File: config.mk
export PLATFORM = sky130hd
export DESIGN_NAME = sync_fifo
export DESIGN_NICKNAME = d
export VERILOG_FILES = /design/src/sync_fifo.sv
export SDC_FILE = /design/constraint.sdc
export NUM_CORES = 1
export LEC_CHECK = 0
export BUFFER_PORTS_ARGS = -buffer_cell sky130_fd_sc_hd__buf_4
export CAP_MARGIN = 20
export CORE_MARGIN = 5
export CORE_UTILIZATION = 60
export DETAILED_ROUTE_END_ITERATION = 8
export PLACE_DENSITY = 0.77
export REMOVE_ABC_BUFFERS = 1
export SYNTH_ARGS = -nofsm -noshare
export SYNTH_HDL_FRONTEND = slang
export SYNTH_SLANG_ARGS = --single-unit
File: constraint.sdc
create_clock -name clock -period 4 [get_ports clock]
set_clock_uncertainty 0.05 [all_clocks]
set_input_delay 0.2 -clock clock [delete_from_list [all_inputs] [get_ports clock]]
set_output_delay 0.2 -clock clock [all_outputs]
set_load 0.02 [all_outputs]
File: src/sync_fifo.sv
`timescale 1ns/1ps
`default_nettype none

module sync_fifo #(
    parameter int WIDTH = 32,
    parameter int DEPTH = 16
) (
    input  wire logic             clock,
    input  wire logic             i_arst_n,
    input  wire logic             i_wr_en,
    input  wire logic [WIDTH-1:0] i_din,
    output logic                  o_full,
    input  wire logic             i_rd_en,
    output logic      [WIDTH-1:0] o_dout,
    output logic                  o_empty
);

    localparam int AW = (DEPTH > 1) ? $clog2(DEPTH) : 1;
    localparam int CW = $clog2(DEPTH + 1);

    logic [WIDTH-1:0] mem [DEPTH];
    logic [AW-1:0]    wr_ptr;
    logic [AW-1:0]    rd_ptr;
    logic [CW-1:0]    count;
    logic             do_wr;
    logic             do_rd;

    // pointers wrap at DEPTH, which need not be a power of two
    function automatic logic [AW-1:0] next_ptr(input logic [AW-1:0] ptr);
        return (ptr == AW'(DEPTH - 1)) ? '0 : ptr + 1'b1;
    endfunction

    assign o_full  = (count == CW'(DEPTH));
    assign o_empty = (count == '0);
    assign do_wr   = i_wr_en && !o_full;
    assign do_rd   = i_rd_en && !o_empty;

    always_ff @(posedge clock or negedge i_arst_n) begin
        if (!i_arst_n) begin
            wr_ptr <= '0;
            rd_ptr <= '0;
            count  <= '0;
        end else begin
            if (do_wr)
                wr_ptr <= next_ptr(wr_ptr);
            if (do_rd)
                rd_ptr <= next_ptr(rd_ptr);
            if (do_wr && !do_rd)
                count <= count + 1'b1;
            else if (do_rd && !do_wr)
                count <= count - 1'b1;
        end
    end

    always_ff @(posedge clock) begin
        if (do_wr)
            mem[wr_ptr] <= i_din;
        if (do_rd)
            o_dout <= mem[rd_ptr];
    end

endmodule

`default_nettype wire

# ---- After elaboration in Yosys (flattened, before gate mapping)
# Memory sizes are Yosys's and may differ from the RTL's. A register that Yosys moved wholly into a read port is not among the register bits.
# Index checks and enable logic that the tools add are counted.
dict set report classes {
  n_addsub 4
  eq_ne 3
  mux 6
  reduce_logical 10
}
# op n
set ops {}
lappend ops {{2-to-1 mux 5 bit} 2}
lappend ops {{adder 4 x 1 -> 4 bit, second input constant} 2}
lappend ops {{== test 4 bit, second input constant} 2}
lappend ops {{2-to-1 mux 4 bit} 2}
lappend ops {{adder 5 x 1 -> 5 bit, second input constant} 1}
lappend ops {{== test 5 bit, second input constant} 1}
lappend ops {{logical NOT 5 bit} 1}
lappend ops {{subtractor 5 x 1 -> 5 bit, second input constant} 1}
lappend ops {{logical AND 1 bit} 4}
lappend ops {{logical NOT 1 bit} 4}
lappend ops {{2-to-1 mux 1 bit} 2}
lappend ops {{nonzero test 2 bit} 1}
dict set report totals {
  register_bits 13
  ramBits 512
  inputBits 36
  elab_cells 27
  mem_count 1
}
# memory depth word_bits read_ports rd_ports_with_merged_regs wr line
set mem_list {}
lappend mem_list {mem 16 32 1 1 1 21} ;# logic [WIDTH-1:0] mem [DEPTH];

# ---- Logic depth before layout (Yosys ltp)
# Gate-level depths: netlist of run 1.
dict set report depth {
  ltp_word 7
  ltp_mapped 10
  mapped_depth_nobuf 9
}

# ---- Worst setup path before layout of run 1
# No wires, ideal clock.
dict set report synth_timing {
  kind {reg2reg}
  from {register count[0]}
  to {memory mem[0][0], enable pin}
  setup_ns 0.461
  t_arrival_ns 3.186
  t_required_ns 3.489
  slack_ns 0.303
  stages_incl_launch_ff 6
  path_buffers 1
  cell_sequence {dfrtp_1 nor4_1 a21boi_0 buf_2 nand2_1 nor3_1}
}
dict set report synth_via {
  elab_chain_cells 5
}
# element line
set synth_lines {}
lappend synth_lines {{start: declaration} 24} ;# logic [CW-1:0] count;
lappend synth_lines {{start signal: assignment} 49} ;# count <= count + 1'b1;
lappend synth_lines {{start signal: assignment} 51} ;# count <= count - 1'b1;
lappend synth_lines {{== test 5 bit} 33} ;# assign o_full = (count == CW'(DEPTH));
lappend synth_lines {{logical NOT 1 bit} 35} ;# assign do_wr = i_wr_en && !o_full;
lappend synth_lines {{logical AND 1 bit} 35}
lappend synth_lines {{net do_wr} 25} ;# logic do_wr;
lappend synth_lines {{2-to-1 mux 1 bit} 56} ;# if (do_wr)
lappend synth_lines {{2-to-1 mux 1 bit (not written as such)} 57} ;# mem[wr_ptr] <= i_din;
lappend synth_lines {{end: declaration} 21}
# The timed path passes the listed nets, and every way through them passes these cells.

# ---- Worst setup path after layout of run 1
dict set report layout_timing {
  from {register count[1]}
  to {register count[4]}
}
dict set report layout_via {
  elab_chain_cells 6
}
# element
set layout_lines {}
lappend layout_lines {{parallel branches: the longest is 6 deep, another holds subtractor 5 x 1 -> 5 bit}}
# Parallel ways; which one is timed is not known. The select of a mux whose other input is x is not followed.
# A chain may end at the register's enable or synchronous reset.

==> results.ini, run 1 <==
[outcome]
status = completed

[clock_tree]
post-cts-setup-buffers = 0
cts_tree = done
path_clk_slew_ns = 0.06
cts.sinks = 557
cts_max_level = 2
root_buffer = clkbuf_16
ctsResizeCount = 0
cts_buffers = 52
cts.path.max_buffers = 3
clk_latency_ns = 0.57

[worst_hold_path]
worstHoldEndpoint = wr_ptr[1]$_DFFE_PN0P_
hold_depth = 5
hp-class = in -> reg
min-delay-start = i_wr_en

[sta]
rsz0062_at_grt = false
finalHoldViolCount = 0
finalWorstPathRequiredPeriod_ns = 2.83
worst_slack_ns = 1.17
slew_headroom_pct = 25.0
final_max_slew_viol_count = 0
final-setup-viol-count = 0
fmax_mhz = 354
whs_ns = 0.144
worstMarginPinSlew_ns = 1.12
finalCritPeriodShare_pct = 70.7

[power_and_ir_drop]
power.density_nw_per_um2 = 695
peakVddDrop_mv = 0.563
total_leakage_power_nw = 7.73
total_power_mw = 16.8

[grt]
grt_pass1_vias = 10300
grt_remaining_overflow = 0
grt_antenna_before_repair = 0
grt_max_degree = 48
grt_pass1_wl_microns = 65700
grtUsageTotal_pct = 23.1

[critical_path]
crit_slowest_cell = or4_4
critPathKind = reg -> reg
cp-start-kind = register
worst-r2r-setup-slack_ns = 1.17
r2r_cells = 9
crit_top_cell = ha_1
r2r-end = count[4]$_DFFE_PN0P_
cp_num_buf_inv = 1
cp_cell_sequence = or4_4 > o21ai_4 > ha_1 > inv_1 > ha_1 > nor2b_1 > o21a_1 > o2111ai_1 > o311ai_0
required_ns = 4.38
crit_path_end_kind = register
worst-path-max-fanout = 7
crit_family = compound AO/OA/AOI/OAI gates
slowest_delay_ns = 0.57
timing.rr.start = count[1]$_DFFE_PN0P_
cp.arrival_ns = 3.20

[placement]
dp_slack_ns = 1.19
place_area_sq_um = 22100
hpwl_microns = 22100
io_buffers = 69
globalplace.congestion = 0.732

[yosys]
synth_edf_count = 544
synth-compound-area-share_pct = 2.60
synth-warning-count = 0
ys.flop_type = edfxtp_1
netlist_instances = 925
synth_fa_ha_area_share_pct = 0.692
synth_xor_area_share_pct = 0.209
synthMuxAreaShare_pct = 13.8
async_reset_ff_share_pct = 2.33
synth-simple-area-share_pct = 1.74
synth.avg_cell_area_sq_um = 22.7
yosysSeqAreaShare_pct = 79.5
synth_top_family_by_area = multiplexers
synth_area_sq_um = 21000
ys_seq_elements = 557
synth_cell_types = 39

[floorplanning]
start_util_pct = 60.7
chipHeight_microns = 197
core-area_sq_um = 34500
rows = 68
die_area_sq_um = 38800
io_pins = 70
die-width_microns = 197

[layout]
final_area_sq_um = 24100
syn2layout_area_growth_pct = 15.1
final_cell_mix = edfxtp_1, mux4_2, buf_4
nNetsFinal = 1113
drive_above_1_share_pct = 29.5
final_common_cell = edfxtp_1
n_antenna_cell = 0

[drt]
routed_via_density = 6.35
vias = 9923
routedWlPerCell_microns = 28.2
wirelength_microns = 44100
firstDrtPassIters = 5
route.detailed.drc = 0
drtIter0Drc = 1189
postRouteAntennaNets = 0

[job]
drv_cap = 0

==> routing by layer <==
layer | wire length [microns] | GRT usage [%]
met3 | 3530 | 3.64
met4 | 1100 | 6.24
met1 | 17000 | 33.0
met2 | 22500 | 38.3
met5 | 0 | 0
==> stage by stage <==
stage	instances	TNS [ns]	util, %
CTS	1562	0	69.8
global placement	1431	0	64.1
detailed placement	1431	0	64.1
global route	1563	0	69.8
floorplan	876	-53.83	-
finish	1563	0	69.8
==> what timing repair did <==
action / in CTS / in global routing
hold buffers: 35 / 0
hold endpoints to repair: 528 / 0
endpoints found under the setup margin: 0 / 0
==> report_power, final <==
part / internal [mW] / total [mW] / switching [mW]
sequential: 7.27 / 7.68 / 0.413
combinational: 1.97 / 4.42 / 2.44
clock: 2.63 / 4.67 / 2.04
==> worst register-to-register path: cells and delay by family (launching register included) <==
kind                     cells  cell delay (ns)
buffers and inverters        1             0.14
flip-flops                   1             0.42
AO/OA/AOI/OAI                4             0.74
AND/OR/NAND/NOR              2             0.72
adder cells (fa/ha/maj)      2             0.61
==> sequential cells by signal (all words and copies together) (netlist names) <==
register / cells
rd_ptr: 4
count: 5
wr_ptr: 4
mem: 512
o_dout: 32
==> synthesized netlist by cell type (4+ instances only) <==
| cell type | number | area [sq um] |
|---|---|---|
| buf_1 | 4 | 15.0 |
| buf_2 | 18 | 90.1 |
| buf_4 | 6 | 45.0 |
| clkbuf_1 | 16 | 60.1 |
| dfrtp_1 | 13 | 325 |
| edfxtp_1 | 544 | 16300 |
| ha_1 | 10 | 125 |
| inv_1 | 6 | 22.5 |
| mux4_2 | 128 | 2880 |
| nand2_1 | 16 | 60.1 |
| nand2b_1 | 4 | 25.0 |
| nand3_1 | 5 | 25.0 |
| nor2_1 | 45 | 169 |
| nor3_1 | 6 | 30.0 |
| o21ai_0 | 7 | 35.0 |
| o22ai_1 | 64 | 400 |
| xnor2_1 | 4 | 35.0 |
==> worst max-delay path by stage <==
stage                                startpoint                    to  slack (ns)  cells past startpoint
after floorplan           rd_ptr[1]$_DFFE_PN0P_  o_dout[30]$_DFFE_PP_       -1.17                      3
after global routing       count[1]$_DFFE_PN0P_  count[4]$_DFFE_PN0P_        1.02                      9
after CTS                  count[1]$_DFFE_PN0P_  count[4]$_DFFE_PN0P_        1.19                      9
after detailed placement   count[1]$_DFFE_PN0P_  count[4]$_DFFE_PN0P_        1.19                      9
final                      count[1]$_DFFE_PN0P_  count[4]$_DFFE_PN0P_        1.17                      9
after global placement     count[1]$_DFFE_PN0P_  count[4]$_DFFE_PN0P_        1.24                      9
==> area by class of cell <==
class	instances	area, sq um
inverter	7	26.3
multi-input combinational	312	4100
tap	455	569
clock inverter	30	231
timing repair buffer	136	1150
clock buffer	66	1380
sequential	557	16700
fill	2057	10400
==> cell families (layout without fill, tap and decap cells) <==
family / count (synthesis) / after routing
flops: 557 / 557
compound gates: 84 / 84
xor+xnor: 5 / 5
fa+ha+maj: 11 / 11
buf+inv: 56 / 239
simple gates: 84 / 84
mux: 128 / 128
Power figures use the tool's default switching activity.
==> run 2, diff against run 1 <==
Clock period 4 ns to 2.7 ns, I/O delays scaled along.
==> run 2 against run 1 <==
  * Die area unchanged
  * Sequential cell count did not move
  * Core utilization increased by 1.3 points
  * Cell area grew 1.8%
  * Worst hold slack got worse by 0.026 ns
  * Final cell count increased by 1.5%
  * Power rose by 53%
  * Critical path depth unchanged
  * Critical path type unchanged
  * Highest routed layer unchanged
==> results.ini, run 2 (synthesized netlist as in run 1, its figures left out) <==
[critical_path]
required_ns = 3.09  ; was 4.38 ns
r2r_cells = 9  ; unchanged
cp-endpoint = count[4]$_DFFE_PN0P_  ; unchanged
timing.rr.start = count[0]$_DFFE_PN0P_  ; was count[1]$_DFFE_PN0P_
worst-r2r-setup-slack_ns = 0.13  ; was 1.17 ns
r2r-end = count[4]$_DFFE_PN0P_  ; unchanged
cp-start-kind = register  ; unchanged
critPathKind = reg -> reg  ; unchanged
worst-path-max-fanout = 5  ; was 7
startpoint = count[0]$_DFFE_PN0P_  ; was count[1]$_DFFE_PN0P_
crit_path_end_kind = register  ; unchanged
cp.arrival_ns = 2.95  ; was 3.20 ns

[worst_hold_path]
hp-class = in -> reg  ; unchanged
min-delay-start = i_wr_en  ; unchanged

[grt]
grt_pass1_vias = 10800  ; was 10300
grt_pass1_wl_microns = 68100  ; was 65700 microns
grtUsageTotal_pct = 23.9  ; was 23.1%
grt_antenna_before_repair = 1  ; was 0
grt_max_degree = 48  ; unchanged
grt_remaining_overflow = 0  ; unchanged

[drt]
wirelength_microns = 45400  ; was 44100 microns
top_layer = met4  ; unchanged
postRouteAntennaNets = 0  ; unchanged
dr_wl_met3_microns = 4140  ; was 3530 microns
routedWlPerCell_microns = 28.6  ; was 28.2 microns
route.detailed.drc = 0  ; unchanged
vias = 10200  ; was 9923
routed_via_density = 6.42  ; was 6.35
wl_met2_microns = 23000  ; was 22500 microns
firstDrtPassIters = 5  ; unchanged
met1Wirelength_microns = 16900  ; was 17000 microns
drtIter0Drc = 940  ; was 1189

[job]
drv_cap = 0  ; unchanged

[sta]
finalWorstPathRequiredPeriod_ns = 2.57  ; was 2.83 ns
final-setup-viol-count = 0  ; unchanged
finalCritPeriodShare_pct = 95.0  ; was 70.7%
rsz0062_at_grt = false  ; unchanged
fin_tns_setup_ns = 0  ; unchanged
worst_slack_ns = 0.135  ; was 1.17 ns
final_max_slew_viol_count = 0  ; unchanged
fmax_mhz = 390  ; was 354 MHz
finalHoldViolCount = 0  ; unchanged
worstMarginPinSlew_ns = 1.06  ; was 1.12 ns
slew_headroom_pct = 29.4  ; was 25.0%

[clock_tree]
cts_max_level = 2  ; unchanged
clk_latency_ns = 0.59  ; was 0.57 ns
cts_tree = done  ; unchanged
cts.path.max_buffers = 3  ; unchanged
cts.sinks = 557  ; unchanged
cts_buffers = 53  ; was 52
path_clk_slew_ns = 0.06  ; about the same
root_buffer = clkbuf_16  ; unchanged

[outcome]
status = completed  ; unchanged

[floorplanning]
die_area_sq_um = 38800  ; unchanged
die-width_microns = 197  ; unchanged
core-area_sq_um = 34500  ; unchanged
io_pins = 70  ; unchanged
chipHeight_microns = 197  ; unchanged
start_util_pct = 60.7  ; unchanged
rows = 68  ; unchanged

[layout]
final_common_cell = edfxtp_1  ; unchanged
nNetsFinal = 1133  ; was 1113
largest_register_ffs = 512  ; unchanged
top_register = mem  ; unchanged
drive_above_1_share_pct = 31.5  ; was 29.5%
syn2layout_area_growth_pct = 17.1  ; was 15.1%
largestRegisters = mem x512, o_dout x32, count x5  ; unchanged
final_cell_mix = edfxtp_1, mux4_2, buf_4  ; unchanged

[placement]
dp_slack_ns = 0.121  ; was 1.19 ns
hpwl_microns = 23400  ; was 22100 microns
globalplace.congestion = 0.744  ; was 0.732
io_buffers = 69  ; unchanged

[power_and_ir_drop]
peakVddDrop_mv = 0.792  ; was 0.563 mV
total_leakage_power_nw = 7.93  ; was 7.73 nW
power.density_nw_per_um2 = 1040  ; was 695 nW/um^2

==> run 2: how the worst min path moves through the flow <==
| stage | depth (start not counted) | to | slack (ns) |
|---|---|---|---|
| after CTS | 4 | wr_ptr[0]$_DFFE_PN0P_ | 0.09 |
| after global placement | 1 | count[2]$_DFFE_PN0P_ | -0.06 |
| final | 4 | wr_ptr[0]$_DFFE_PN0P_ | 0.12 |
| after global routing | 5 | wr_ptr[1]$_DFFE_PN0P_ | 0.16 |
| after floorplan | 0 | count[0]$_DFFE_PN0P_ | -0.21 |
| after detailed placement | 1 | count[2]$_DFFE_PN0P_ | -0.06 |
==> run 2: area by class of cell <==
type | count | area [sq um]
Antenna cell | 1 | 2.50
Clock buffer | 61 | 1380
Clock inverter | 38 | 362
Fill cell | 1970 | 9990
Inverter | 7 | 26.3
Multi-Input combinational cell | 312 | 4110
Sequential cell | 557 | 16700
Tap cell | 455 | 569
Timing Repair Buffer | 155 | 1440
==> run 2: stage by stage <==
| step | area, sq um | total power [mW] | utilization (%) | hold WS [ns] | instances |
|---|---|---|---|---|---|
| after global routing | 24600 | 26.7 | 71.1 | 0.159 | 1586 |
| after detailed placement | 22400 | 18.2 | 65.0 | -0.0572 | 1450 |
| after floorplan | 20700 | 15.7 | - | -0.211 | 876 |
| after global placement | 22400 | 18.1 | 65.0 | -0.0590 | 1450 |
| after CTS | 24500 | 25.7 | 71.0 | 0.0945 | 1584 |
| final | 24600 | 25.6 | 71.1 | 0.118 | 1586 |
==> run 2: timing repair <==
action | CTS | global route
setup buffers | 0 | 1
resized for setup | 0 | 5
setup endpoints to repair | 0 | 1
hold buffers | 35 | 0
hold endpoints to repair | 528 | 0
==> run 2: power by group <==
| part | internal (mW) | switching (mW) | total, mW |
|---|---|---|---|
| Sequential | 10.8 | 0.632 | 11.4 |
| Combinational | 3.13 | 3.68 | 6.82 |
| Clock | 4.24 | 3.14 | 7.38 |
| Total | 18.1 | 7.45 | 25.6 |
==> run 2: layer usage <==
layer,GRT usage (%),vias up
li1,-,4220
met1,33.1,5305
met2,39.4,561
met3,5.08,93
met4,7.40,0
met5,0,-
==> run 2: worst max-delay path, cell delays in order, from the launching register on <==
cell and delay [ns]:
dfrtp_2 0.44, or4_4 0.54, o21ai_4 0.14, ha_2 0.20
inv_2 0.07, ha_1 0.28, nor2b_1 0.15, o21a_1 0.20
o2111ai_1 0.19, o311ai_0 0.15
